--- src/verilog/fb_pkg.sv ---
// ~~~~~~~~~~~~~~~~~~~~~~~~~~~~~~
// framebuffer package
// grid geometry and pixel word widths
// ~~~~~~~~~~~~~~~~~~~~~~~~~~~~~~

package fb_pkg;

    // grid size in pixels
    localparam int FB_WIDTH  = 16;
    localparam int FB_HEIGHT = 9;
    localparam int FB_PIXELS = FB_WIDTH * FB_HEIGHT;  // 144 words

    localparam int FB_ADDRW = $clog2(FB_PIXELS);  // 8 bits
    localparam int CIDXW    = 8;                  // colour index bits

    // pixel coordinate, room for the 16 wide row
    typedef logic [4:0] coord_t;

endpackage

--- src/verilog/fb_write.sv ---
`timescale 1ns/1ps

// ~~~~~~~~~~~~~~~~~~~~~~~~~~~~~~
// framebuffer, result stage
// address pipeline and memory with a read port
// ~~~~~~~~~~~~~~~~~~~~~~~~~~~~~~

module fb_write import fb_pkg::*; (
    input  logic                clk_sys,
    input  logic                rst_sys,
    input  logic                draw,       // write strobe
    input  coord_t              draw_x,
    input  coord_t              draw_y,
    input  logic [CIDXW-1:0]    draw_cidx,
    input  logic [FB_ADDRW-1:0] rd_addr,
    output logic [CIDXW-1:0]    rd_data     // valid one cycle after rd_addr
);

    logic [CIDXW-1:0] mem [0:FB_PIXELS-1];

    // stage one
    logic [FB_ADDRW-1:0] row_off;  // y times width
    coord_t              col;
    logic                we_1;
    logic [CIDXW-1:0]    cidx_1;

    // stage two
    logic [FB_ADDRW-1:0] wr_addr;
    logic                we_2;
    logic [CIDXW-1:0]    cidx_2;

    always_ff @(posedge clk_sys) begin
        row_off <= FB_ADDRW'(draw_y * FB_WIDTH);
        col     <= draw_x;
        cidx_1  <= draw_cidx;
        wr_addr <= row_off + FB_ADDRW'(col);
        cidx_2  <= cidx_1;
        // write enable delayed to line up with the address
        if (rst_sys) begin
            we_1 <= 1'b0;
            we_2 <= 1'b0;
        end else begin
            we_1 <= draw;
            we_2 <= we_1;
        end
    end

    // one write port, two cycles after draw
    always_ff @(posedge clk_sys) begin
        if (we_2) mem[wr_addr] <= cidx_2;
    end

    always_ff @(posedge clk_sys) begin
        rd_data <= mem[rd_addr];  // registered read
    end

endmodule

--- config.mk ---
export PLATFORM = sky130hd
export DESIGN_NAME = fb_write
export DESIGN_NICKNAME = d
export VERILOG_FILES = /design/src/verilog/fb_pkg.sv /design/src/verilog/fb_write.sv
export SDC_FILE = /design/constraint.sdc
export NUM_CORES = 1
export LEC_CHECK = 0
export ABC_AREA = 0
export BUFFER_PORTS_ARGS = -buffer_cell sky130_fd_sc_hd__buf_2
export CELL_PAD_IN_SITES_DETAIL_PLACEMENT = 0
export CELL_PAD_IN_SITES_GLOBAL_PLACEMENT = 1
export CORE_ASPECT_RATIO = 1.1
export CORE_MARGIN = 4
export CORE_UTILIZATION = 45
export CTS_CLUSTER_SIZE = 40
export DETAILED_ROUTE_END_ITERATION = 12
export PLACE_DENSITY_LB_ADDON = 0.1
export SYNTH_ARGS = -nofsm -noshare
export SYNTH_HDL_FRONTEND = slang
export SYNTH_SLANG_ARGS = --single-unit
--- constraint.sdc ---
create_clock -name clk_sys -period 4.26 [get_ports clk_sys]
set_clock_uncertainty 0.2 [all_clocks]
set_input_delay 0.639 -clock clk_sys [delete_from_list [all_inputs] [get_ports clk_sys]]
set_output_delay 0.639 -clock clk_sys [all_outputs]
set_load 0.05 [all_outputs]
# --- Word level (Yosys, flattened, before mapping) ---
# Memories as Yosys holds them, arrays and structs flattened. A register that Yosys moved wholly into a read port is not among the register bits.
# Cells that the tools add are included.
totals:
  output_inout_bits: 8
  ramBits: 1152
  elab_cells: 11
  reg_bits: 35
  mem_count: 1
mem_list:
  columns: ["name", "words", "word_bits", "read_ports", "rd_clocked_by_memory_dff", "wr", "line_no", "source"]
  rows:
  - ["mem", 144, 8, 1, 1, 1, "fb_write.sv:19", "logic [CIDXW-1:0] mem [0:FB_PIXELS-1];"]
op_classes:
  mux: 2
  addsub: 1
op_table:
  columns: ["operator", "n"]
  rows:
  - ["$add 8x5->8", 1]
  - ["$mux 1", 2]

# --- Longest topological paths before layout ---
depth:
  ltp_word: 2
  depth_mapped: 11

# --- Worst setup path before layout ---
# Ideal clock, no wire load.
synth_path:
  kind: "reg-to-reg"
  start: "register cidx_2[0]"
  end: "memory mem[0][0], data pin"
  setup_slack_ps: 1475
  required_ps: 3493
  synth_period_minus_slack_ps: 2785
  setup_ps: 567
  arrival_ps: 2018
  stages_incl_launch_ff: 1
  path_cell_list: "dfxtp_1"
synth_lines:
  columns: ["item", "line_no", "source"]
  rows:
  - ["start: declaration", "fb_write.sv:30", "logic [CIDXW-1:0] cidx_2;"]
  - ["start signal: assignment", "fb_write.sv:37", "cidx_2 <= cidx_1;"]
  - ["end: declaration", "fb_write.sv:19", null]
# No word-level cell before the write port.

# --- Worst setup path in the final report ---
layout_path:
  start: "register wr_addr[0]"
  end: "memory mem[1][0], enable pin"
layout_lines:
  columns: ["item", "line_no", "source"]
  rows:
  - ["start: declaration", "fb_write.sv:28", "logic [FB_ADDRW-1:0] wr_addr;"]
  - ["start signal: assignment", "fb_write.sv:36", "wr_addr <= row_off + FB_ADDRW'(col);"]
# No word-level cell before the write port.

==> key figures <==
Worst setup path
  • Critical path data arrival time: 3.29 ns
  • Critical path class: flip-flop to flip-flop
  • CP max stage delay: 0.63 ns
  • Buf/Inv on CP: 1
  • Crit end category: flip-flop
  • CP Max Fanout: 10
  • Worst EP required: 4.37 ns
  • R2R setup slack: 1.08 ns
  • Slowest CP cell: nor2_1
  • Startpoint Class: flip-flop
  • Worst path top cell family by delay: simple AND/OR/NAND/NOR gates
  • Critical path, cell by cell: nor2b_1 -> nand3_1 -> buf_4 -> nor2_1

Synthesis
  • Net count after synthesis: 2298
  • Post-Syn Instances: 2267
  • EDFF count, synth: 1152
  • Synth Register Bits: 1195
  • Avg Inst Size Synth: 20.5 sq um
  • Cell taking the most area after synthesis: edfxtp_1
  • Async SR Flop Fraction: 0
  • Synth area leaders: edfxtp_1, mux4_2, mux4_1, mux2i_1, dfxtp_1
  • Largest family of logic cells by synthesized area: multiplexers
  • Mapped Area: 46400 sq um
  • Seq/Total Area, Yosys: 0.764
  • Complex-gate fraction of the synthesized area: 0.0239
  • Synth top area share: 0.746
  • Yosys warning count: 0
  • Post-synthesis mux area share: 0.153
  • Synth Area in XOR/XNOR: 0.000378
  • Netlist cell types: 42
  • Synth Area in Adders: 0.000539
  • Synth Flop Type: edfxtp_1
  • Post-Synth Simple-Gate Area: 0.0370

Place
  • Final Wtd Congestion: 0.872
  • Post-Place Cells: 3731
  • Setup Slack @ Placement: 0.675 ns
  • Hpwl dp: 70400 um
  • I/O Buffers: 35

GRT
  • All-Layer GR Usage: 0.208
  • Global-route wire length before repair: 163000 um
  • Largest net degree at the start of global routing: 93
  • Vias in the first global route: 23396
  • Total congestion overflow: 0
  • Initial antenna violation count: 1

Route
  • Final wirelength: 111000 um
  • Drt via density: 5.62
  • DRC Markers: 0
  • DR iter-0 viols: 2093
  • Via count: 22319
  • DR pass1 iterations: 5
  • Routed WL per cell: 28.1 um
  • Final ANT Viol Nets: 0

Clocking
  • CTS tree: yes
  • CTS resizes: 0
  • CTS Root Cell: clkbuf_16
  • Clk_lat worst skew: 0.69 ns
  • Total CTS buffers: 118
  • CTS max path bufs: 3
  • CTS clk-pin slew, worst paths: 0.07 ns
  • Postcts setup bufs: 0
  • Clk sinks: 1195
  • H-tree depth: 3

Timing
  • Setup violations, final: 0
  • Max-slew headroom: 0.280
  • Worst slew pin tran: 1.08 ns
  • Final period util: 0.746
  • Max Clk Rate: 315 MHz
  • Final Max Slew Viols: 0
  • RSZ-0062 raised after global routing: false
  • Final Hold Fails: 0
  • Worst setup margin: 1.08 ns
  • Fin crit period: 3.18 ns
  • Post-Route Setup TNS: 0 ns

Power and ir drop
  • Leak pwr: 17.1 nW
  • Tot Pwr: 24.1 mW
  • Areal power density over the cells: 456 nW/um^2
  • Maximum vdd drop: 0.347 mV

Floorplanning
  • Die height: 345 um
  • Die Area: 108000 sq um
  • Io pins: 37
  • # rows: 123
  • Die W: 314 um
  • Placeable Area: 102000 sq um
  • Initial core utilization: 0.453

Finish
  • Nets: 2526
  • Most common cell after layout, fill and taps aside: edfxtp_1
  • Most frequent cells in the layout: edfxtp_1, mux4_2, buf_4
  • Post-layout util: 0.516
  • Synth-to-Final Area Change: 13.8%
  • Fin cells: 3970
  • Layout cells sized above 1: 0.234

Run status
  • Status: finished clean

Worst hold path
  • Hold Crit Class: flip-flop to flip-flop

Job
  • Max_cap viols: 0
[Yosys cell counts (all sizes together), types with 2 or more instances]
cell type and count:
a221oi 10, a22oi 61, nand2b 2, nor3 17, mux2i 119, o21ai 16
clkbuf 33, a211oi 23, a31oi 15, a22o 2, inv 2, dfxtp 43
nand2 97, ha 2, edfxtp 1152, nand3 48, nor2 153, mux2 23
mux4 243, or2 2, nand3b 2, nor2b 26, and2 20, nand4 16
buf 95, a21oi 38
[kinds of logic (layout without fill, tap and decap cells)]
logic type      after synthesis  in the layout
flops                      1195           1195
simple gates                386            386
mux                         385            385
compound gates              166            166
buf+inv                     131            458
fa+ha+maj                     2              2
xor+xnor                      2              2
other cells                   0              1
[registers in the layout (all words and copies together), names as in the netlist]
register,count
cidx_1,8
mem,1152
col,5
row_off,4
we_1,1
rd_data,8
wr_addr,8
we_2,1
cidx_2,8
[per-layer routing]
| layer | share of wire | track usage | wire length (um) | vias to the layer above |
|---|---|---|---|---|
| met4 | 0.028 | 0.0625 | 3090 | 0 |
| li1 | - | - | - | 9774 |
| met1 | 0.42 | 0.281 | 47000 | 11879 |
| met3 | 0.042 | 0.0261 | 4700 | 155 |
| met2 | 0.51 | 0.358 | 56600 | 511 |
| met5 | 0 | 0 | 0 | - |
[area by class of cell]
class	instances	area [sq um]
fill	8155	49500
sequential	1195	35500
multi-input combinational	941	9970
clock buffer	146	3100
timing repair buffer	236	1900
tap	1375	1720
clock inverter	73	612
inverter	3	11.3
antenna	1	2.50
[metrics by stage]
step | hold slack [ns] | cell area, sq um
6_report | 0.123 | 52800
5_1_grt | 0.130 | 52800
4_1_cts | 0.0852 | 52800
3_5_place_dp | 0.112 | 48900
3_3_place_gp | 0.110 | 48900
2_1_floorplan | 0.110 | 46400
[path summary, 6_finish.rpt]
kind,start,endpoint,depth (start not counted)
max,wr_addr[0],mem[1][0],4
max reg2reg,wr_addr[0],mem[1][0],4
min,cidx_1[4],cidx_2[4],0
min reg2reg,cidx_1[4],cidx_2[4],0
[power by group]
group	switching, mW	internal, mW	total [mW]	leakage [nW]
clock network	4.26	5.74	9.99	1.81
registers	0.128	12.9	13.0	10.7
logic	0.645	0.398	1.04	4.53
[what timing repair did]
action,CTS,global route
hold buffers,19,0
endpoints found under the hold margin,19,0
endpoints found under the setup margin,0,0
Note: power is estimated with default switching activity, not from simulation.
