==> src/verilog/mandel_math_pkg.sv <==
// ~~~~~~~~~~~~~~~~~~~~~~~~~~~~~~
// mandelbrot maths package
// fixed-point format, iteration limit and start view
// ~~~~~~~~~~~~~~~~~~~~~~~~~~~~~~

package mandel_math_pkg;

    // Q4.21 signed fixed point
    localparam int FP_WIDTH = 25;                  // total width
    localparam int FP_INT   = 4;                   // integer bits incl sign
    localparam int FP_FRAC  = FP_WIDTH - FP_INT;   // 21 fraction bits

    localparam int ITER_MAX = 31;  // highest count, fits the colour index

    typedef logic signed [FP_WIDTH-1:0] fp_t;

    // window at reset
    // 16 x 9 grid at 1/4 covers -2.5..1.25 by -1.125..0.875
    localparam fp_t X_START   = fp_t'(-(5 <<< (FP_FRAC - 1)));  // -2.5
    localparam fp_t Y_START   = fp_t'(-(9 <<< (FP_FRAC - 3)));  // -1.125
    localparam fp_t STEP_INIT = fp_t'(1 <<< (FP_FRAC - 2));     // 1/4, also zoom-out limit

    // controller modes, fire cycles through them in order
    typedef enum logic [1:0] {
        HORIZONTAL,  // up/dn pan x
        VERTICAL,    // up/dn pan y
        ZOOM         // up out, dn in
    } view_mode_t;

endpackage

==> src/verilog/view_ctrl.sv <==
`timescale 1ns/1ps

// ~~~~~~~~~~~~~~~~~~~~~~~~~~~~~~
// view controller, decode stage
// turns button pulses into pan and zoom of the window
// ~~~~~~~~~~~~~~~~~~~~~~~~~~~~~~

module view_ctrl import mandel_math_pkg::*; (
    input  logic clk_sys,
    input  logic rst_sys,
    input  logic btn_fire,  // next mode
    input  logic btn_up,
    input  logic btn_dn,
    input  logic busy,      // render running
    output logic start,     // one-cycle render kick
    output fp_t  x_start,   // left edge
    output fp_t  y_start,   // top edge
    output fp_t  step       // distance between pixels
);

    view_mode_t mode;
    logic changed;          // initial render waiting for commit
    logic render_required;  // view committed, start due next
    logic move;             // up or down decoded this cycle
    logic idle;
    logic step_ok;
    fp_t  x_nxt, y_nxt, step_nxt;  // pending view

    // no new view while a render runs or one is on its way
    assign idle = !busy && !render_required && !start;

    // limit check on the pending step
    assign step_ok = (step_nxt != '0) && (step_nxt <= STEP_INIT);

    always_comb begin
        x_nxt    = x_start;  // hold by default
        y_nxt    = y_start;
        step_nxt = step;
        move     = 1'b0;
        if ((btn_up || btn_dn) && !changed) begin
            move = 1'b1;
            case (mode)
                HORIZONTAL: begin  // pan by two steps
                    if (btn_up) x_nxt = x_start - (step <<< 1);
                    else        x_nxt = x_start + (step <<< 1);
                end
                VERTICAL: begin
                    if (btn_up) y_nxt = y_start - (step <<< 1);
                    else        y_nxt = y_start + (step <<< 1);
                end
                default: begin
                    // zoom about the grid centre, 8 steps in x and about 4 in y
                    if (btn_up) begin
                        x_nxt    = x_start - (step <<< 3);
                        y_nxt    = y_start - (step <<< 2);
                        step_nxt = step <<< 1;
                    end else begin
                        x_nxt    = x_start + (step <<< 2);
                        y_nxt    = y_start + (step <<< 1);
                        step_nxt = step >>> 1;  // arithmetic halving
                    end
                end
            endcase
        end
    end

    always_ff @(posedge clk_sys) begin
        if (rst_sys) begin
            mode            <= HORIZONTAL;
            x_start         <= X_START;
            y_start         <= Y_START;
            step            <= STEP_INIT;
            changed         <= 1'b1;  // first frame drawn without a button
            render_required <= 1'b0;
            start           <= 1'b0;
        end else begin
            start <= 1'b0;
            if (btn_fire) begin  // fire is never blocked
                case (mode)
                    HORIZONTAL: mode <= VERTICAL;
                    VERTICAL:   mode <= ZOOM;
                    default:    mode <= HORIZONTAL;
                endcase
            end
            if (idle && (changed || move)) begin
                changed <= 1'b0;
                if (step_ok) begin  // bad zoom leaves view alone
                    x_start         <= x_nxt;
                    y_start         <= y_nxt;
                    step            <= step_nxt;
                    render_required <= 1'b1;
                end
            end else if (render_required) begin
                render_required <= 1'b0;
                start           <= 1'b1;
            end
        end
    end

endmodule
==> config.mk <==
export PLATFORM = sky130hd
export DESIGN_NAME = view_ctrl
export DESIGN_NICKNAME = d
export VERILOG_FILES = /design/src/verilog/mandel_math_pkg.sv /design/src/verilog/view_ctrl.sv
export SDC_FILE = /design/constraint.sdc
export NUM_CORES = 1
export LEC_CHECK = 0
export BUFFER_PORTS_ARGS = -buffer_cell sky130_fd_sc_hd__buf_2
export CAP_MARGIN = 25
export CORE_UTILIZATION = 36
export CTS_BUF_LIST = sky130_fd_sc_hd__clkbuf_8 sky130_fd_sc_hd__clkbuf_16
export CTS_CLUSTER_SIZE = 10
export DETAILED_ROUTE_END_ITERATION = 6
export PLACE_DENSITY_LB_ADDON = 0.12
export SLEW_MARGIN = 25
export SYNTH_ARGS = -nofsm -noshare
export SYNTH_HDL_FRONTEND = slang
export SYNTH_SLANG_ARGS = --single-unit
==> constraint.sdc <==
create_clock -name clk_sys -period 4.64 [get_ports clk_sys]
set_input_delay 0.232 -clock clk_sys [delete_from_list [all_inputs] [get_ports clk_sys]]
set_output_delay 0.232 -clock clk_sys [all_outputs]
set_load 0.01 [all_outputs]
======== Word level (Yosys, flattened, before mapping) ========
Index checks and enable logic that the tools add are counted.
W data, S select, Z words.
cells by class
  add/sub/neg operators ................... 7
  multiply operators ...................... 0
  div/mod/pow operators ................... 0
  magnitude comparators ................... 1
  equal/unequal tests ..................... 1
  shifts and indexed selects .............. 0
  mux-type cells .......................... 12
  bitwise operators ....................... 3
  reductions and logical operators ........ 19
operators by type and width
  cell                    number
  $mux W25                7
  $pmux W25 S2            2
  $sub A25 B25 Y25        4
  $add A25 B25 Y25        3
  $le A25 B21 Y1 const B  1
  $reduce_bool A25 Y1     1
  $reduce_and A4 Y1       2
  $reduce_or A2 Y1        3
  $logic_and A1 B1 Y1     5
  $logic_not A1 Y1        4
  $pmux W2 S2             1
  $not A1 Y1              3
  $eq A2 B1 Y1 const B    1
  $logic_not A2 Y1        1
  $logic_or A1 B1 Y1      2
  $mux W1                 2
  $reduce_and A2 Y1       1
word-level totals
  flip-flop bits (word level) ............. 80
  bits in latches ......................... 0
  bits in writable memories ............... 0
  bits in read-only memories .............. 0
  input bits .............................. 6
  output and inout bits ................... 76
  memories ................................ 0

======== Longest topological paths before layout ========
  depth in word-level cells ............... 7
  depth in mapped cells ................... 19
  depth with buffers taken out ............ 16

======== Worst setup path before layout ========
Ideal clock, no wire load.
  path kind ............................... input -> register
  start point ............................. input port btn_up
  end point ............................... register x_start[21]
  arrival ................................. 4.034 ns
  slack ................................... 0.484 ns
  stages on the path ...................... 19
  path buffers ............................ 6
  cells stage by stage .................... buf_2 buf_2 buf_1 clkbuf_1 clkbuf_1 buf_1 nor2_1 xnor2_1 ha_1 a211oi_1 o211ai_1 a31o_2 a31oi_1 o21ai_0 a21oi_1 o21ba_2 xnor2_1 a211oi_1 a21oi_1
between the ends
  word-level cells in the longest chain between the ends .. 6
RTL lines
  item                                             line                              source
  start, declared                                  view_ctrl.sv:12                   input logic btn_up,
  $mux W25 or $logic_or A1 B1 Y1 (tied branches)   view_ctrl.sv:53, view_ctrl.sv:40
  $mux W25 or $logic_and A1 B1 Y1 (tied branches)  view_ctrl.sv:42, view_ctrl.sv:40
  $mux W25 or $mux W1 (tied branches)              view_ctrl.sv:40                   if ((btn_up || btn_dn) && !changed) begin
  $le A25 B21 Y1, or another cell as far along     view_ctrl.sv:33                   assign step_ok = (step_nxt != '0) && (step_nxt <= STEP_INIT);
  $logic_and A1 B1 Y1, on equally long branches    view_ctrl.sv:33, view_ctrl.sv:85
  $reduce_and A4 Y1 (no line)                      -
  end signal, assigned                             view_ctrl.sv:88                   x_start <= x_nxt;
  end, declared                                    view_ctrl.sv:16                   output fp_t x_start,
Parallel ways exist; a longest one is shown, timed or not.
A chain may end at the register's enable or synchronous reset.

======== Worst setup path after layout ========
  start point ............................. register step[2]
  end point ............................... register y_start[23]
between the ends
  word-level cells in the longest chain between the ends .. 6
RTL lines
  item                                                   line             source
  start, declared                                        view_ctrl.sv:18  output fp_t step
  start signal, assigned                                 view_ctrl.sv:90  step <= step_nxt;
  $mux W25                                               view_ctrl.sv:53  if (btn_up) begin
  $mux W25                                               view_ctrl.sv:42  case (mode)
  $mux W25                                               view_ctrl.sv:40
  $le A25 B21 Y1 or $reduce_bool A25 Y1 (tied branches)  view_ctrl.sv:33
  $logic_and A1 B1 Y1                                    view_ctrl.sv:33
  $reduce_and A4 Y1 (no line)                            -
  end signal, assigned                                   view_ctrl.sv:89  y_start <= y_nxt;
  end, declared                                          view_ctrl.sv:17  output fp_t y_start,
Parallel ways exist; a longest one is shown, timed or not.

==> metrics <==
Post-DRT Antenna Nets 0; IO Pins 82; slowest CP cell dfxtp_1; crit path from step[2]; gpl congestion 0.9114; max-slew violations 0; average via count per standard cell 5.858; hold slack 0.1264 ns; max incr delay on CP 0.62 ns; Detailed Routing Iterations Pass 1 5; fmax 0.2441 GHz; die width 176 microns; Setup Skew 0.007637 ns; crit path time final 4.096 ns; # diodes 0; post-cts sizing count 0; Crit Path Max Fanout 11; Core ar. 29,720 sq um; Syn Area/Cell 7.354 sq um; Worst R2R End y_start[23]; R2R setup slack 0.54 ns; H-tree depth 3; worst path cell trace inv_1 > ha_1 > o21bai_1 > a2111oi_1 > o21ai_0 > and3_1 > o41ai_1 > o31ai_1 > a221oi_1 > xor2_1 > nand2_1 > a31oi_1; Root Buffer clkbuf_16; Worst R2R Start step[2]; DRT iter0 DRCs 887; Clock Latency Late Sink 0.37 ns; HP Class in2reg; async set or reset register ratio after synthesis 0%; gr ovfl total 0; CP Capture Type register; worst path buffer plus inverter count 1; Post-Syn Area 10,900 sq um; Post-CTS Hold Buffers 0; # DRC 0; kind of critical path reg2reg; Die Ht 176 microns; Max clock buf depth 2; WL final 38,960 microns; CP required 4.94 ns; worst setup path endpoint y_start[23]; Syn Inst Count 1,482; total number of cells along the worst setup path 12; vias in the first global route 10,670; setup bufs post-CTS 0; Final period util 88.28%; layout cells sized above 1 10.09%; kind of cell adding the most delay to the critical path compound AO/OA/AOI/OAI gates; Slew HR 38.31%; Worst-path clk slew 0.07 ns; MaxCap Viol Count 0; Hold Vio Cnt, Final 0; cell count of the worst reg-to-reg path 12; worst vdd rail ir drop 0.1614 mV; PD cells 239.3 nW/um^2; Avg WL per Cell 20.32 microns; Startpoint Class register; most frequent cells in the layout nor2_1 (160), a21oi_1 (152), ha_1 (136); Inserted Clock Buffers 9; Rows 63; Initial Util 36.68%; Area after DPL 11,650 sq um; CTS sink cnt 78; Place WS 0.6404 ns; Worst Max-Slew Pin Slew 0.9254 ns; post-layout net count 1,670; Final Instance Area 11,950 sq um; initial antenna violation count 1; Seq/Total Area, Yosys 14.33%; RSZ-0062 raised after global routing false; Syn. warnings 0; TritonCTS clock tree done; Die ar. 30,980 sq um; status complete, no violations; HPWL after DPL 29,700 microns; IO buf count 79; Yosys cell types 86; Post-synth top flop dfxtp_1; Final WS setup 0.5436 ns; area grow syn2layout 9.678%; most common cell after layout, fill and taps aside nor2_1; GRT Total Usage 25.13%; Setup violations, final 0; EDFF count, synth 0; largest net degree at the start of global routing 81; final core occ 40.23%; first-pass GRT wire length 60,980 microns; Synth Register Bits 78; Arr. time, crit path 4.40 ns; Pleak 5.048 nW; setup_tns 0 ns; DR vias 11,230
cells by family after synthesis:
family	count (synthesis)	share of synthesized area, %
buffers and inverters	135	5.315
XOR/XNOR	120	9.643
AND/OR/NAND/NOR	463	20.53
AO/OA/AOI/OAI	520	31.32
adder cells (fa/ha/maj)	142	16.71
multiplexers	23	2.124
flip-flops	78	14.33
other	1	0.03441
stage by stage:
stage	std cells	total power, W
2_1_floorplan	1483	0.001754
3_3_place_gp	1901	0.002070
3_5_place_dp	1901	0.002069
4_1_cts	1917	0.002866
5_1_grt	1917	0.003046
6_report	1917	0.002861
synth_stat cells, types with 7 or more instances:
master	n	area share, %
nor2_1	161	5.5
a21oi_1	152	7.0
ha_1	136	16
nand2_1	103	3.5
o21ai_0	100	4.6
xnor2_1	86	6.9
dfxtp_1	78	14
inv_1	58	2.0
clkbuf_1	49	1.7
a211oi_1	41	2.8
a21o_1	41	2.8
nor3_1	34	1.6
xor2_1	34	2.7
nand2b_1	28	1.6
nor2b_1	24	1.4
mux2i_1	22	2.0
nand3_1	22	1.0
a31oi_1	21	1.2
o211ai_1	19	1.3
o21a_1	19	1.3
and3_1	17	0.98
o21bai_1	13	0.90
o31ai_1	12	0.83
nor4_1	11	0.63
or2_2	11	0.63
a221oi_1	9	0.72
a311oi_1	9	0.72
or3_1	9	0.52
buf_1	8	0.28
nor3b_1	8	0.55
o32ai_1	8	0.64
a211o_1	7	0.56
and2_1	7	0.40
buf_2	7	0.32
buf_4	7	0.48
nand4_1	7	0.40
o22ai_1	7	0.40
worst min path at each step:
| stage | start | to | cells after the start |
|---|---|---|---|
| after detailed placement | render_required | start | 1 |
| after CTS | rst_sys | x_start[18] | 2 |
| final | rst_sys | x_start[18] | 2 |
| after global routing | rst_sys | x_start[17] | 2 |
| after floorplan | btn_fire | mode[0] | 2 |
| after global placement | render_required | start | 1 |
routing by layer:
metal	track usage [%]	share of wire (%)	vias up
li1	-	-	5543
met1	34.45	48	5357
met2	41.49	46	282
met3	2.778	4.1	48
met4	6.812	1.8	0
met5	0	0	-
sequential cells by signal, indices dropped and copies added, names as in the netlist:
name	cells
start	1
render_required	1
y_start	24
step	25
changed	1
mode	2
x_start	24
where the power goes:
group | total (W) | internal [W] | switching [W]
registers | 0.000739 | 0.000694 | 0.0000441
clock network | 0.000789 | 0.000431 | 0.000358
logic | 0.00133 | 0.000566 | 0.000767
total | 0.00286 | 0.00169 | 0.00117
final cells by class:
type                       instances  area [sq um]
multi-input combinational       1270          8772
timing repair buffer             104         610.6
inverter                          59         221.5
clock buffer                      10         239.0
sequential                        78          1562
fill                            3195         17760
clock inverter                     6         61.31
tap                              390         488.0
No activity file was read; power rests on OpenSTA's default activity.
