## src/verilog/fb_pkg.sv

```systemverilog
// ~~~~~~~~~~~~~~~~~~~~~~~~~~~~~~
// framebuffer package
// grid geometry and pixel word widths
// ~~~~~~~~~~~~~~~~~~~~~~~~~~~~~~

package fb_pkg;

    // grid size in pixels
    localparam int FB_WIDTH  = 16;
    localparam int FB_HEIGHT = 9;
    localparam int FB_PIXELS = FB_WIDTH * FB_HEIGHT;  // 144 words

    localparam int FB_ADDRW = $clog2(FB_PIXELS);  // 8 bits
    localparam int CIDXW    = 8;                  // colour index bits

    // pixel coordinate, room for the 16 wide row
    typedef logic [4:0] coord_t;

endpackage

```

## src/verilog/mandel_math_pkg.sv

```systemverilog
// ~~~~~~~~~~~~~~~~~~~~~~~~~~~~~~
// mandelbrot maths package
// fixed-point format, iteration limit and start view
// ~~~~~~~~~~~~~~~~~~~~~~~~~~~~~~

package mandel_math_pkg;

    // Q4.21 signed fixed point
    localparam int FP_WIDTH = 25;                  // total width
    localparam int FP_INT   = 4;                   // integer bits incl sign
    localparam int FP_FRAC  = FP_WIDTH - FP_INT;   // 21 fraction bits

    localparam int ITER_MAX = 31;  // highest count, fits the colour index

    typedef logic signed [FP_WIDTH-1:0] fp_t;

    // window at reset
    // 16 x 9 grid at 1/4 covers -2.5..1.25 by -1.125..0.875
    localparam fp_t X_START   = fp_t'(-(5 <<< (FP_FRAC - 1)));  // -2.5
    localparam fp_t Y_START   = fp_t'(-(9 <<< (FP_FRAC - 3)));  // -1.125
    localparam fp_t STEP_INIT = fp_t'(1 <<< (FP_FRAC - 2));     // 1/4, also zoom-out limit

    // controller modes, fire cycles through them in order
    typedef enum logic [1:0] {
        HORIZONTAL,  // up/dn pan x
        VERTICAL,    // up/dn pan y
        ZOOM         // up out, dn in
    } view_mode_t;

endpackage

```

## src/verilog/mandel_iter.sv

```systemverilog
`timescale 1ns/1ps

// ~~~~~~~~~~~~~~~~~~~~~~~~~~~~~~
// escape-time core
// one iteration of z = z^2 + c per clock
// ~~~~~~~~~~~~~~~~~~~~~~~~~~~~~~

module mandel_iter import mandel_math_pkg::*, fb_pkg::*; (
    input  logic             clk_sys,
    input  logic             rst_sys,
    input  logic             iter_go,    // load new point, taken when idle
    input  fp_t              cx,         // real part of c
    input  fp_t              cy,         // imaginary part of c
    output logic             iter_done,  // one-cycle end pulse
    output logic [CIDXW-1:0] iter_count  // final count, stable after done
);

    logic running;
    fp_t  cx_r, cy_r;  // c held for the whole run
    fp_t  zx, zy;      // current z

    // full products before truncation
    logic signed [2*FP_WIDTH-1:0] xx_full;
    logic signed [2*FP_WIDTH-1:0] yy_full;
    logic signed [2*FP_WIDTH-1:0] xy_full;
    fp_t  xx, yy, xy;               // back in Q4.21
    logic signed [FP_WIDTH:0] mag;  // one bit of headroom for the sum
    logic finish;                   // escaped or out of iterations

    always_comb begin
        xx_full = zx * zx;
        yy_full = zy * zy;
        xy_full = zx * zy;
        // shift by the fraction then drop the top bits
        xx = fp_t'(xx_full >>> FP_FRAC);
        yy = fp_t'(yy_full >>> FP_FRAC);
        xy = fp_t'(xy_full >>> FP_FRAC);
        mag = xx + yy;
        finish = (mag > (4 <<< FP_FRAC)) || (iter_count == CIDXW'(ITER_MAX));
    end

    always_ff @(posedge clk_sys) begin
        if (rst_sys) begin
            running   <= 1'b0;
            iter_done <= 1'b0;
        end else begin
            iter_done <= 1'b0;
            if (!running) begin
                if (iter_go) begin  // load cycle
                    running    <= 1'b1;
                    zx         <= '0;
                    zy         <= '0;
                    cx_r       <= cx;
                    cy_r       <= cy;
                    iter_count <= '0;
                end
            end else if (finish) begin
                running   <= 1'b0;
                iter_done <= 1'b1;
            end else begin
                zx         <= xx - yy + cx_r;       // re(z^2) + cx
                zy         <= (xy <<< 1) + cy_r;    // 2xy + cy
                iter_count <= iter_count + 1'b1;
            end
        end
    end

endmodule

```

## config.mk

```make
export PLATFORM = sky130hd
export DESIGN_NAME = mandel_iter
export DESIGN_NICKNAME = d
export VERILOG_FILES = /design/src/verilog/fb_pkg.sv /design/src/verilog/mandel_math_pkg.sv /design/src/verilog/mandel_iter.sv
export SDC_FILE = /design/constraint.sdc
export NUM_CORES = 2
export LEC_CHECK = 0
export ABC_AREA = 1
export BUFFER_PORTS_ARGS = -buffer_cell sky130_fd_sc_hd__buf_4
export CAP_MARGIN = 15
export CORE_MARGIN = 3
export CORE_UTILIZATION = 50
export CTS_BUF_LIST = sky130_fd_sc_hd__clkbuf_4 sky130_fd_sc_hd__clkbuf_8 sky130_fd_sc_hd__clkbuf_16
export DETAILED_ROUTE_END_ITERATION = 16
export PLACE_DENSITY = 0.65
export SYNTH_ARGS = -nofsm -noshare
export SYNTH_HDL_FRONTEND = slang
export SYNTH_SLANG_ARGS = --single-unit
```

## constraint.sdc

```tcl
create_clock -name clk_sys -period 13.5 [get_ports clk_sys]
set_input_delay 1.35 -clock clk_sys [delete_from_list [all_inputs] [get_ports clk_sys]]
set_output_delay 1.35 -clock clk_sys [all_outputs]
set_load 0.05 [all_outputs]
```

After elaboration in Yosys (flattened, before gate mapping). Index checks and enable logic that the tools add are counted.

Flip-flop bits (word level): 110. Input bits: 53. Output and inout bits: 9. Word-level logic and storage cells: 37.

Add/subtract/negate cells: 5. Multiply operators: 3. Magnitude comparators: 1. Eq/ne operators: 2. Muxes and demuxes: 12. Bitwise logic cells: 2. Reductions and logical operators: 5.

Operator list (number): 25-bit two-way mux (5); 25-bit by 25-bit multiplier with 46-bit output (2); 25-bit adder (2); 25-bit by 25-bit multiplier with 45-bit output (1); 25-bit by 25-bit adder with 26-bit output (1); 26-bit by 25-bit > comparator with 1-bit output, second input constant (1); 25-bit subtractor (1); 8-bit two-way mux (3); 8-bit by 1-bit adder with 8-bit output, second input constant (1); 8-bit by 5-bit == test with 1-bit output, second input constant (1); 3-bit AND reduction (2); 1-bit two-way mux (4); 2-bit != test, second input constant (1); 1-bit NOT (2); 2-bit nonzero test (1); 2-bit OR reduction (1); 1-bit logical OR (1).

Longest topological paths before layout.
Word-level depth: 6. Depth in mapped cells: 54. Depth with buffers taken out: 52.

Worst setup path before layout. No wires, ideal clock.

Kind: reg-to-reg. From: reg zy[18]. To: reg iter_count[0], enable pin. Library setup time: 0.417 ns. Arrival time: 9.477 ns. Required time: 13.083 ns. Setup slack: 3.606 ns. Cell stages (with the launch flop): 50. Path buffers: 3. Period minus slack after synthesis: 9.894 ns. Cell sequence: edfxtp_1 clkbuf_1 clkbuf_1 buf_1 nand2_1 fa_1 inv_1 fa_1 fa_1 inv_1 fa_1 inv_1 fa_1 fa_1 inv_1 fa_1 inv_1 ha_1 (+14 left out) nor2_1 o21bai_1 nand2_1 nand2_1 nand2_1 inv_1 nand4_1 nand3_1 nand3_1 nand3_1 nand3_1 nor2_1 nand2_1 nand2_1 nand2_1 nand2_2 nand3_2 nand2_1.

Cells in the longest elaborated chain, start to end: 6.

RTL lines: from (decl) (RTL line mandel_iter.sv:20) `fp_t zx, zy;`; from (signal assigned) (RTL line mandel_iter.sv:62) `zy <= (xy <<< 1) + cy_r;`; 25-bit by 25-bit multiplier with 46-bit output (RTL line mandel_iter.sv:32) `yy_full = zy * zy;`; 25-bit by 25-bit adder with 26-bit output (RTL line mandel_iter.sv:38) `mag = xx + yy;`; 26-bit by 25-bit > comparator with 1-bit output (RTL line mandel_iter.sv:39) `finish = (mag > (4 <<< FP_FRAC)) || (iter_count == CIDXW'(ITER_MAX));`; 1-bit logical OR (RTL line mandel_iter.sv:39); 2-bit != test (no line); 3-bit AND reduction (no line); to (signal assigned) (RTL line mandel_iter.sv:63) `iter_count <= iter_count + 1'b1;`; to (decl) (RTL line mandel_iter.sv:15) `output logic [CIDXW-1:0] iter_count`.

Every way passes these cells. A chain may end at the register's enable or synchronous reset.

Worst setup path after layout.
From: reg zy[14]. To: reg zy[10], enable pin.

Cells in the longest elaborated chain, start to end: 6.

RTL lines (RTL line): 25-bit by 25-bit multiplier with 46-bit output (mandel_iter.sv:32); 25-bit by 25-bit adder with 26-bit output (mandel_iter.sv:38); 26-bit by 25-bit > comparator with 1-bit output (mandel_iter.sv:39); 1-bit logical OR (mandel_iter.sv:39); 2-bit != test (no line); 3-bit AND reduction (no line).

Every way passes these cells.

==> summary.txt <==
Status
  – Outcome: finished clean

Floorplan
  – Die Span Y: 379 um
  – Die width: 379 um
  – Ports: 62
  – Full die area: 144000 um2
  – # rows: 136
  – Core Footprint: 138000 um2
  – Initial Utilization: 50.5%

Setup path
  – RR Startpoint: zy[14]
  – CP required: between 10 and 15 ns
  – CP top delay family: adder cells
  – Critical path type: register to register
  – Startpoint Class: register
  – CP Launch Point: zy[14]
  – CP max stage cell: edfxtp_1
  – Crit path buf inv count: 9
  – Critical Path End Type: register
  – Most common cell on crit path: nand2_1
  – CP max stage delay: slightly below 0.8 ns
  – Crit Path Max Fanout: between 50 and 60
  – Crit path DAT: roughly 11 ns

Timing
  – Unrepaired setup endpoints after global routing: false
  – Fin crit period: 11.36 ns
  – Setup_tns: 0 ns
  – Worst-Margin Slew: between 1 and 1.5 ns
  – Final worst-path cycle share: between 80% and 90%
  – Worst slew margin: ~14%
  – Worst Skew: 0.0324 ns
  – Final hold vios: 0
  – Final Setup Violations: 0
  – Slew Viols, Final: 0
  – F_max: slightly below 90 MHz

Route
  – Post-route ant nets: 0
  – Total Wirelength: ~180000 um
  – Initial drt markers: 3699
  – 1st-pass router iterations: 6
  – Drc violations: 0
  – Routed len/inst: 18.5 um
  – Vias per cell: 5.12
  – Via count: 51200

Synth
  – Seq/Total Area, Yosys: 4.72%
  – Main combinational cell family by area after synthesis: adder cells
  – Post-synth EDFFs: around 110
  – Mux cell area share after synthesis: 0%
  – Compound-Gate Fraction of Synth Area: roughly 4.0%
  – Top post-synthesis cells by area: fa_1, inv_1, nand2_1, ha_1, edfxtp_1
  – Synth Flop Type: edfxtp_1
  – Post-synth top area share: 50.5%
  – Mapped Cells: 8336
  – Simple-gate share of the synthesized area: 13.3%
  – Unique masters post-synth: 61
  – Post-Synth XOR/XNOR Area: 2.05%
  – Ys async rst share: 0%
  – Syn nets: 10600
  – Area share of fa/ha/maj cells after synthesis: 59.5%
  – Synth area leader: fa_1
  – Post-synthesis area per instance: between 8 and 9 um2
  – Seq cells post-synth: 110
  – YS warnings: 0
  – Mapped Area: 69600 um2

Clocking
  – H-tree depth: 3
  – Cells resized by post-CTS repair: 0
  – Total CTS buffers: 9
  – Hold-fix buffers, CTS: 0
  – Clock latency on the worst-skew pair: ~0.45 ns
  – Clock Sinks: 110
  – Longest Clk Path Bufs: 2
  – Register clock-pin slew on the reported worst setup and hold paths: 0.10 ns
  – Setup bufs post-CTS: 0
  – CTS tree: yes
  – CTS root buf: clkbuf_16

Cells and area
  – Most common cell after layout, fill and taps aside: inv_1
  – Share of layout cells above drive strength 1: approximately 3.8%
  – Fill count: 13000
  – Nets: 10500
  – Area of the multi-input gates: around 55000 um2
  – Most frequent cells in the layout: inv_1, nand2_1, fa_1, ha_1, a21oi_1
  – Area grow syn2layout: 3.74%
  – Register area: 3280 um2

Global routing
  – Global-route wire length before repair: 303000 um
  – Largest net degree at the start of global routing: a little under 60
  – Vias in the first global route: 55900
  – Antenna violations before repair: 2
  – Gr ovfl total: 0
  – GRT Total Usage: 27.4%

Flow run
  – Max-cap viol count: 0

Hold path
  – Hold Crit Start: cy_r[0]
  – Hold Path Class: register to register

Placed design
  – Routability cong.: about 1.0
  – Port-buffer cells: 61
  – DP Wirelength: 154000 um
## through the flow
step | area (um2) | cells | util [%] | hold WS (ns) | worst slack [ns]
after detailed placement | 71900 | 9996 | 52.2 | 0.544 | 2.36
after floorplan | 69600 | 8336 | - | 0.481 | 3.61
after CTS | 72200 | 10000 | 52.4 | 0.560 | 2.35
after global placement | 71900 | 9996 | 52.2 | 0.527 | 2.41
final | 72200 | 10000 | 52.4 | 0.551 | 2.14
after global routing | 72200 | 10000 | 52.4 | 0.595 | 1.60
## cell families after synthesis
kind of cell	count (synthesis)
adder cells (fa/ha/maj)	2256
AO/OA/AOI/OAI	478
AND/OR/NAND/NOR	2282
flip-flops	110
XOR/XNOR	162
buffers and inverters	3048
## worst paths after layout
| kind | end | slack [ns] | cells after the start |
|---|---|---|---|
| worst max register to register | zy[10] | 2.14 | 47 |
| worst min register to register | zy[0] | 0.55 | 2 |
| worst min-delay path | zy[0] | 0.55 | 2 |
| worst max-delay path | zy[10] | 2.14 | 47 |
## worst reg2reg max path: cells and delay by family, from the launching register on
family / cells / cell delay (ns)
and+or+nand+nor: 20 / 1.83
DFF: 1 / 0.79
buffers and inverters: 9 / 1.89
xor gates and xnor gates: 1 / 0.29
adders and majority gates: 9 / 4.17
AOI/OAI and AO/OA: 8 / 1.83
## flip-flops by register name, summed over array words and instances (netlist names)
register    flops
iter_count      8
iter_done       1
running         1
cx_r           25
zy             25
cy_r           25
zx             25
## area by class of cell
class / instances / area share, %
well taps: 1794 / 3.11
inverters: 2766 / 14.4
clock inverters: 6 / 0.0763
multi-input cells: 5178 / 76.0
diodes: 1 / 0.00347
clock buffers: 10 / 0.322
flip-flops and latches: 110 / 4.55
repair buffers: 148 / 1.56
## synth_stat cells, types with 5 or more instances
cell         n
inv_1     2748
nand2_1   1800
fa_1      1754
ha_1       502
a21oi_1    247
nor2_1     219
clkbuf_1   201
edfxtp_1   108
nand3_1     87
o21ai_0     84
xor2_1      84
buf_1       78
xnor2_1     77
nand2_2     46
o21bai_1    38
nand4_1     32
nor3_1      25
o21a_1      23
inv_2       17
or2_2       17
a31oi_1     15
nor2_2      15
nand3_2     14
o21ai_1     12
a21o_1      11
a21oi_2      5
a31o_2       5
o31ai_1      5
## metal layers
metal	wire [um]	global-route usage [%]	vias up
li1	-	-	23200
met4	9160	11.5	4
met1	76300	37.2	25900
met2	85800	44.0	1781
met3	13700	3.97	330
met5	26	0	-
Power is left out: the tool's default activity adds up to more than one toggle a clock period on the data nets, which glitch-free logic cannot reach.
