$ cat src/verilog/fb_pkg.sv
// ~~~~~~~~~~~~~~~~~~~~~~~~~~~~~~
// framebuffer package
// grid geometry and pixel word widths
// ~~~~~~~~~~~~~~~~~~~~~~~~~~~~~~

package fb_pkg;

    // grid size in pixels
    localparam int FB_WIDTH  = 16;
    localparam int FB_HEIGHT = 9;
    localparam int FB_PIXELS = FB_WIDTH * FB_HEIGHT;  // 144 words

    localparam int FB_ADDRW = $clog2(FB_PIXELS);  // 8 bits
    localparam int CIDXW    = 8;                  // colour index bits

    // pixel coordinate, room for the 16 wide row
    typedef logic [4:0] coord_t;

endpackage

$ cat src/verilog/mandel_math_pkg.sv
// ~~~~~~~~~~~~~~~~~~~~~~~~~~~~~~
// mandelbrot maths package
// fixed-point format, iteration limit and start view
// ~~~~~~~~~~~~~~~~~~~~~~~~~~~~~~

package mandel_math_pkg;

    // Q4.21 signed fixed point
    localparam int FP_WIDTH = 25;                  // total width
    localparam int FP_INT   = 4;                   // integer bits incl sign
    localparam int FP_FRAC  = FP_WIDTH - FP_INT;   // 21 fraction bits

    localparam int ITER_MAX = 31;  // highest count, fits the colour index

    typedef logic signed [FP_WIDTH-1:0] fp_t;

    // window at reset
    // 16 x 9 grid at 1/4 covers -2.5..1.25 by -1.125..0.875
    localparam fp_t X_START   = fp_t'(-(5 <<< (FP_FRAC - 1)));  // -2.5
    localparam fp_t Y_START   = fp_t'(-(9 <<< (FP_FRAC - 3)));  // -1.125
    localparam fp_t STEP_INIT = fp_t'(1 <<< (FP_FRAC - 2));     // 1/4, also zoom-out limit

    // controller modes, fire cycles through them in order
    typedef enum logic [1:0] {
        HORIZONTAL,  // up/dn pan x
        VERTICAL,    // up/dn pan y
        ZOOM         // up out, dn in
    } view_mode_t;

endpackage

$ cat src/verilog/render_scan.sv
`timescale 1ns/1ps

// ~~~~~~~~~~~~~~~~~~~~~~~~~~~~~~
// render scan, execute stage
// walks the grid and draws one colour index per pixel
// ~~~~~~~~~~~~~~~~~~~~~~~~~~~~~~

module render_scan import mandel_math_pkg::*, fb_pkg::*; (
    input  logic             clk_sys,
    input  logic             rst_sys,
    input  logic             start,      // latch view and begin
    input  fp_t              x_start,
    input  fp_t              y_start,
    input  fp_t              step,
    input  logic             iter_done,
    input  logic [CIDXW-1:0] iter_count,
    output logic             iter_go,    // launch pulse to the core
    output fp_t              cx,
    output fp_t              cy,
    output logic             busy,
    output logic             done,       // one cycle after last draw
    output logic             draw,       // write strobe
    output coord_t           draw_x,
    output coord_t           draw_y,
    output logic [CIDXW-1:0] draw_cidx
);

    fp_t    x_left;   // row start, reloaded into cx
    fp_t    step_r;   // step latched on start
    coord_t px, py;   // pixel in the core
    logic   last_px;
    logic   finish;   // last draw out, done next

    assign last_px = (px == coord_t'(FB_WIDTH - 1)) && (py == coord_t'(FB_HEIGHT - 1));

    always_ff @(posedge clk_sys) begin
        if (rst_sys) begin
            busy    <= 1'b0;
            done    <= 1'b0;
            draw    <= 1'b0;
            iter_go <= 1'b0;
            finish  <= 1'b0;
            px      <= '0;
            py      <= '0;
        end else begin
            iter_go <= 1'b0;
            draw    <= 1'b0;
            done    <= 1'b0;
            if (done) busy <= 1'b0;  // busy drops after the done cycle
            if (start && !busy) begin
                busy    <= 1'b1;
                iter_go <= 1'b1;  // first pixel straight away
                x_left  <= x_start;
                step_r  <= step;
                cx      <= x_start;
                cy      <= y_start;
                px      <= '0;
                py      <= '0;
            end else if (busy && iter_done) begin
                draw      <= 1'b1;
                draw_x    <= px;
                draw_y    <= py;
                draw_cidx <= iter_count;  // colour is the count
                if (last_px) begin
                    finish <= 1'b1;
                end else begin
                    iter_go <= 1'b1;
                    // running sums, no multiply per pixel
                    if (px == coord_t'(FB_WIDTH - 1)) begin
                        px <= '0;
                        py <= py + 1'b1;
                        cx <= x_left;
                        cy <= cy + step_r;
                    end else begin
                        px <= px + 1'b1;
                        cx <= cx + step_r;
                    end
                end
            end
            if (finish) begin
                finish <= 1'b0;
                done   <= 1'b1;
            end
        end
    end

endmodule

$ cat config.mk
export PLATFORM = sky130hd
export DESIGN_NAME = render_scan
export DESIGN_NICKNAME = d
export VERILOG_FILES = /design/src/verilog/fb_pkg.sv /design/src/verilog/mandel_math_pkg.sv /design/src/verilog/render_scan.sv
export SDC_FILE = /design/constraint.sdc
export NUM_CORES = 1
export LEC_CHECK = 0
export BUFFER_PORTS_ARGS = -buffer_cell sky130_fd_sc_hd__buf_2
export CAP_MARGIN = 0
export CORE_ASPECT_RATIO = 1.2
export CORE_MARGIN = 2
export CORE_UTILIZATION = 43
export CTS_CLUSTER_SIZE = 8
export DETAILED_ROUTE_END_ITERATION = 16
export PLACE_DENSITY = 0.65
export SYNTH_ARGS = -nofsm -noshare
export SYNTH_HDL_FRONTEND = slang
export SYNTH_SLANG_ARGS = --single-unit
export TNS_END_PERCENT = 100
$ cat constraint.sdc
create_clock -name clk_sys -period 6.3 [get_ports clk_sys]
set_input_delay 0.945 -clock clk_sys [delete_from_list [all_inputs] [get_ports clk_sys]]
set_output_delay 0.945 -clock clk_sys [all_outputs]
set_load 0.05 [all_outputs]
Word-level counts from Yosys, hierarchy flattened

Cells that the tools add are included.

$add $sub $neg: 4
Equal/unequal tests: 3
Mux-type cells: 17
Bitwise gates (word level): 4
Reduce and logical (&&, ||, !) cells: 15

Operators by type and width:

| operator                                                         | count |
|---|---|
| 25-bit 2-to-1 mux                                                | 8 |
| 25-bit adder                                                     | 2 |
| 5-bit by 1-bit adder with 5-bit output (second input constant)   | 2 |
| 5-bit by 4-bit == test with 1-bit output (second input constant) | 2 |
| 3-bit AND reduction                                              | 3 |
| 1-bit 2-to-1 mux                                                 | 8 |
| 2-bit nonzero test                                               | 3 |
| 5-bit 2-to-1 mux                                                 | 1 |
| 1-bit inverter                                                   | 4 |
| 2-bit AND reduction                                              | 2 |
| 4-bit AND reduction                                              | 1 |
| 4-bit OR reduction                                               | 1 |
| 1-bit logical AND                                                | 3 |
| 2-bit by 1-bit != test with 1-bit output (second input constant) | 1 |
| 2-bit OR reduction                                               | 1 |
| 1-bit zero test                                                  | 1 |

Register bits after elaboration: 133
Input bits: 87
Logic and storage cells: 57

Depth between registers and ports, before layout

Gate-level depths: netlist of the first run.

Depth after elaboration: 5
Gate-level depth with buffers: 10
Gate-level depth less buffers: 9

Worst setup path after synthesis of the first run

Ideal clock, no wire load.

Path kind: input to register
Start point: input port start
End point: register cy[0] (enable)
Setup time: 384 ps
Arrival time: 4824 ps
Data required time: 5916 ps
Path slack: 1092 ps
Stages: 5
Buffers on the path: 1
Cells stage by stage: nand2b_1 -> clkbuf_1 -> nor2_1 -> a21o_1 -> and2_1

Longest elaborated chain between the ends: 3
Elaborated cells on any way between the ends: 5
Those cells by class: eq/ne: 1; reduce/logical: 4

Ends and longest elaborated chain:

| what                                                                                            | line              | source |
|---|---|---|
| start, declared                                                                                 | render_scan.sv:11 | `input logic start,` |
| 1-bit logical AND (*)                                                                           | render_scan.sv:50 | `if (start && !busy) begin` |
| 2-bit by 1-bit != test with 1-bit output (no line) / 2-bit nonzero test (equally long branches) | -                 |  |
| 4-bit AND reduction (no line) (*)                                                               | -                 |  |
| end signal, assigned                                                                            | render_scan.sv:56 | `cy <= y_start;` |
| end signal, assigned                                                                            | render_scan.sv:73 | `cy <= cy + step_r;` |
| end, declared                                                                                   | render_scan.sv:19 | `output fp_t cy,` |

Mark *: on every way between the ends. The rest lies on a longest branch, timed or not.
A chain may end at the register's enable or synchronous reset.

Worst setup path in the final report of the first run

Start point: input port start
End point: register cy[16] (enable)

The elaborated chain is that of the path after synthesis.

==> results of run 1 <==
## per-layer routing
layer | global-route usage | up-vias | wire (um)
met2 | 0.3253 | 182 | 8598
met3 | 0.05517 | 30 | 1333
li1 | - | 2914 | -
met4 | 0.07978 | 2 | 431
met5 | 0 | - | 13
met1 | 0.2651 | 2730 | 8219
## kinds of logic after synthesis
| logic type | synth area share |
|---|---|
| AO/OA/AOI/OAI | 0.1705 |
| XOR/XNOR | 0.04840 |
| adder cells (fa/ha/maj) | 0.09140 |
| buffers and inverters | 0.01872 |
| flip-flops | 0.5180 |
| multiplexers | 0.009612 |
| AND/OR/NAND/NOR | 0.1433 |
## flip-flops by register name (all words and copies together), names as in the netlist, 5 cells and up
name	count
py	5
x_left	25
draw_y	5
cy	25
draw_x	5
step_r	25
draw_cidx	8
cx	25
px	5
## Yosys cell counts, types with 3 or more instances
master	number
a211oi_1	8
a21o_1	15
a21oi_1	71
a31oi_1	14
and2_1	7
and3_1	7
clkbuf_1	25
dfxtp_1	15
edfxtp_1	118
ha_1	51
inv_1	10
mux2i_1	6
nand2_1	56
nand2b_1	4
nand3_1	13
nand3b_1	3
nand4_1	6
nor2_1	65
nor2b_1	5
nor3_1	17
nor3b_1	4
nor4_1	4
o211ai_1	6
o21a_1	3
o21ai_0	39
o21ai_1	3
o221ai_1	3
o31ai_1	6
or2_2	3
or3_1	15
xnor2_1	14
xor2_1	27
## cell type report
type | instances | area [um^2]
multi-input cells | 515 | 3455
clock inverters | 15 | 105.1
well taps | 216 | 270.3
inverters | 10 | 37.54
fillers | 1592 | 7936
flip-flops and latches | 133 | 3844
clock buffers | 17 | 425.4
repair buffers | 165 | 843.3
## worst paths after layout
kind	from	endpoint	cells after the start
worst max-delay path	start	cy[16]	9
worst max register to register	busy	cy[16]	8
worst min register to register	finish	finish	1
worst min-delay path	finish	finish	1
## per-stage QoR
step | total power [mW] | instance area [um^2]
2_1_floorplan | 1.429 | 7420
3_3_place_gp | 1.560 | 8449
3_5_place_dp | 1.564 | 8449
4_1_cts | 2.462 | 8980
5_1_grt | 2.549 | 8980
6_report | 2.441 | 8980
## report_power, final
group	total, mW	internal [mW]	switching (mW)
Combinational	0.502	0.178	0.324
Sequential	1.05	1.02	0.0260
Clock	0.893	0.503	0.390
Total	2.44	1.70	0.740
==> metrics.yaml, run 1 <==
routing:
  ant_nets: 0
  via_count: 5858
  dr.first_iter.drc_count: 372
  avgViaCountPerCell: 5.470
  finalWirelength_um: 18600
  drc_errors: 0
  drt-pass1-iter-count: 5
  drt-wirelength-per-cell_um: 17.36
pwr:
  power.density_mw_per_mm2: 271.9
  vdd_drop_max_mv: 0.2003
  cellLeakagePower_nw: 3.634
synthesis:
  synth_top_area_frac: 0.4776
  synth_top_flop_cell: "edfxtp_1"
  syn_avg_cell_area_um2: 10.83
  async_reset_ff_frac: 0
  yosys.area.top_type: "edfxtp_1"
  yosysSeqAreaShare: 0.5180
  synth_edf_count: 118
  synth_cells: 685
  synthTopCellsByArea: "edfxtp_1 (48%), ha_1 (8.6%), a21oi_1 (4.8%)"
  ys_ff_latch: 133
  synth.yosys.warnings: 0
  ys_types: 64
  netlist_area_mm2: 0.007420
  synth_fp_nets: 825
timing:
  clock.fmax_ghz: 0.3202
  timing.final.crit_period_ps: 3123
  drv_slew: 0
  hold_viol_final: 0
  setup_violations: 0
  rsz0062_at_grt: "false"
  tightest_slew_ps: 825.6
  post-route-period-util: 0.4958
  whs_ps: 421.2
  max-slew-margin-rel: 0.4454
  tns_ps: 0
  setup_ws_ps: 3177
  worst_clock_skew_ps: 8.490
clock_tree:
  clock_latency_ps: 420
  ctsHoldBuffers: 0
  h-tree-depth: 4
  cts_buffers: 17
  clock_sinks: 133
  post-cts-setup-buffers: 0
  cts-resized-gates: 0
  path_clk_slew_ps: 60
  cts_buffer_depth: 2
  root_buffer: "clkbuf_16"
  cts_tree: "yes"
global_route:
  grt-ovfl-total: 0
  grt_pass1_vias: 5577
  grt_first_pass_wirelength_um: 28490
  grt_usage: 0.2046
  antenna_found_initial: 1
  grt_max_degree: 68
worst_setup_path:
  cpLargestDelayFamily: "buffers and inverters"
  cp_common_cell: "buf_4"
  reg2reg_slack_ps: 3310
  crit_path_start_kind: "input port"
  cp.required_ps: 6380
  path_max_fanout: 67
  crit_type: "in -> reg"
  cp_cell_sequence: "buf_2, nand2b_2, buf_4, nor2_4, buf_4, a21o_1, buf_4, and2_1, buf_4"
  crit_path_max_incr_delay_ps: 570
  critPathBufInv: 5
  cp.arrival_ps: 3210
  crit_path_end_kind: "register"
  crit_slowest_cell: "buf_4"
final_layout:
  post-route-util: 0.5308
  finalNonFillerCells: 1071
  layout.nets: 982
  syn2layout_area_growth_pct: 21.03
  layout_commonest_cell: "buf_2"
  final_layout_size_suffix_gt1_frac: 0.2573
  final_cell_mix: "buf_2 (158), edfxtp_1 (118), a21oi_1 (71)"
  n_antenna_cell: 0
floorplanning:
  die_y_um: 147.9
  die_area_mm2: 0.01833
  io_pins: 159
  core_area_mm2: 0.01692
  rows: 52
  start_util: 0.4386
  die_w_um: 123.9
place:
  dp_slack_ps: 2684
  place_inst: 1039
  portBuffers: 158
  gp_congestion: 0.8785
  post-dp-hpwl_um: 13500
status:
  status: "completed"
job:
  drv_cap: 0
hold_path:
  min_path_type: "reg -> reg"
No activity file was read; power rests on OpenSTA's default activity.
==> inputs of run 2 (changes only) <==
- ABC_AREA: unset -> 1
- PLACE_DENSITY: 0.65 -> 0.64
- clock period: 6.3 -> 3 ns (I/O delays scaled with it)
==> metrics.yaml, run 2 <==
status:
  status: "completed"
timing:
  max-slew-margin-rel: 0.3567
  tightest_slew_ps: 962.8
  post-route-period-util: 0.9057
  timing.final.crit_period_ps: 2717
  drv_slew: 0
  hold_viol_final: 0
  rsz0062_at_grt: "false"
  worst_clock_skew_ps: 12.59
  tns_ps: 0
  clock.fmax_ghz: 0.3680
  setup_violations: 0
final_layout:
  layout_commonest_cell: "nand2_1"
  finalNonFillerCells: 1519
  multi_input_area_mm2: 0.004081
  final-seq-area_mm2: 0.003844
  fillerInstances: 1908
  layout.nets: 1384
  final_layout_size_suffix_gt1_frac: 0.2005
  syn2layout_area_growth_pct: 19.94
  final_cell_mix: "nand2_1 (351), buf_2 (158), inv_1 (144)"
  final_area_mm2: 0.01026
synthesis:
  synthTopCellsByArea: "edfxtp_1 (41%), nand2_1 (15%), ha_1 (7.5%)"
  synth_edf_count: 118
  yosysSeqAreaShare: 0.4492
  synth_cells: 1078
  synth_fp_nets: 1218
  yosys.area.top_type: "edfxtp_1"
  synth.yosys.warnings: 0
  async_reset_ff_frac: 0
  synth_top_flop_cell: "edfxtp_1"
  yosys-top-cells-count: "nand2_1 (351), inv_1 (144), edfxtp_1 (118)"
  netlist_area_mm2: 0.008557
  ys_ff_latch: 133
  ys_types: 41
  syn_avg_cell_area_um2: 7.938
  synth_most_common_cell: "nand2_1"
  synth_top_area_frac: 0.4141
global_route:
  grt_pass1_vias: 7288
  grt_first_pass_wirelength_um: 38430
  grt-ovfl-total: 0
  grt_usage: 0.2394
  antenna_found_initial: 1
  grt_max_degree: 68
clock_tree:
  cts-resized-gates: 0
  cts_tree: "yes"
  clock_latency_ps: 430
  root_buffer: "clkbuf_16"
  cts_buffers: 17
  clock_sinks: 133
  h-tree-depth: 4
  path_clk_slew_ps: 70
  post-cts-setup-buffers: 0
  cts_buffer_depth: 2
  ctsHoldBuffers: 0
pwr:
  switching_share: 0.3272
  clockPowerShare: 0.392
  power.density_mw_per_mm2: 534.0
  p_int_mw: 3.687
  p_comb_frac: 0.208
  seqPwrFrac: 0.400
  cellLeakagePower_nw: 4.913
  vdd_drop_max_mv: 0.3808
  p_switching_mw: 1.793
worst_setup_path:
  path_max_fanout: 26
  cp.required_ps: 3090
  reg2reg_to: "cy[20]"
  rr_startpoint: "py[1]"
  crit_path_end_kind: "register"
  reg2reg_slack_ps: 280
  reg2regPathDepth: 9
  cp.arrival_ps: 2810
  critPathLaunch: "py[1]"
  endpoint: "cy[20]"
  crit_type: "reg -> reg"
  crit_path_start_kind: "register"
routing:
  via_count: 7570
  drc_errors: 0
  avgViaCountPerCell: 4.984
  drt-wirelength-per-cell_um: 16.12
  dr.first_iter.drc_count: 455
  drt-pass1-iter-count: 5
  ant_nets: 0
  finalWirelength_um: 24490
floorplanning:
  die_w_um: 132.8
  core_area_mm2: 0.01955
  die_y_um: 158.5
  io_pins: 159
  start_util: 0.4377
  rows: 56
  die_area_mm2: 0.02105
job:
  drv_cap: 0
place:
  post-dp-hpwl_um: 19000
  portBuffers: 158
  place_inst: 1486
  gp_congestion: 0.9036
  place_area_mm2: 0.009659
hold_path:
  holdCritStartpoint: "step[2]"
  min_path_type: "in -> reg"
==> run 2: cell types whose count changed after synthesis, moves of 14 or more <==
cell,change
or3_1,-15
clkbuf_1,-17
nand2_1,+295
nor3_1,-14
nand2_2,+21
nand3_1,+58
nand4_1,+14
a31oi_1,-14
xor2_1,-21
nor2_1,+16
inv_1,+134
==> run 2: metrics by stage <==
| stage | setup WS [ps] | hold slack (ps) | power, mW | utilization |
|---|---|---|---|---|
| floorplan | 147.1 | 397.0 | 3.042 | - |
| global placement | 310.0 | 437.4 | 3.358 | 0.4941 |
| detailed placement | 271.8 | 447.4 | 3.368 | 0.4941 |
| CTS | 252.8 | 171.1 | 5.522 | 0.5249 |
| global route | 79.27 | 170.9 | 5.738 | 0.5249 |
| finish | 282.9 | 188.8 | 5.481 | 0.5250 |
==> run 2: kinds of logic after synthesis <==
group	Yosys count	share of synthesized area
and+or+nand+nor	584	0.3009
adders and majority gates	53	0.07925
DFF	133	0.4492
xor gates and xnor gates	13	0.01331
buffers and inverters	166	0.07603
AOI/OAI and AO/OA	129	0.08130
==> run 2: how the worst min path moves through the flow <==
stage | to | slack (ps) | cells after the start
after floorplan | finish | 400 | 1
after global placement | draw_y[4] | 440 | 0
after detailed placement | draw_y[0] | 450 | 0
after CTS | draw_cidx[3] | 170 | 1
after global routing | step_r[2] | 170 | 1
final | step_r[2] | 190 | 1
==> run 2: final cells by class <==
type                            instances  share of cell area
Timing Repair Buffer                  164             0.08265
Antenna cell                            1           0.0002438
Multi-Input combinational cell        779              0.3977
Clock inverter                         15             0.01719
Clock buffer                           17             0.04145
Sequential cell                       133              0.3745
Tap cell                              261             0.03182
Inverter                              149             0.05449
==> run 2: worst max-delay path, cell delays in order, from the launching register on <==
cell and delay [ps]:
dfxtp_1 380, inv_1 70, ha_1 180, nand4_1 160, inv_1 100, nand2_4 80, nand2_4 70, a21oi_4 760
o21a_1 220, buf_4 340
==> run 2: power groups by stage <==
stage               clock [mW]  sequential (mW)  combinational [mW]
floorplan                    0             2.37               0.674
global placement             0             2.23                1.13
detailed placement           0             2.23                1.14
CTS                       2.19             2.19                1.14
global route              2.26             2.20                1.29
finish                    2.15             2.19                1.14
==> run 2: routing by layer <==
metal  wire length [um]  track usage  up-vias
li1                   -            -     3901
met1              10850       0.3003     3402
met2              11490       0.4022      229
met3               1546      0.06113       38
met4                599      0.08551        0
met5                  0            0        -
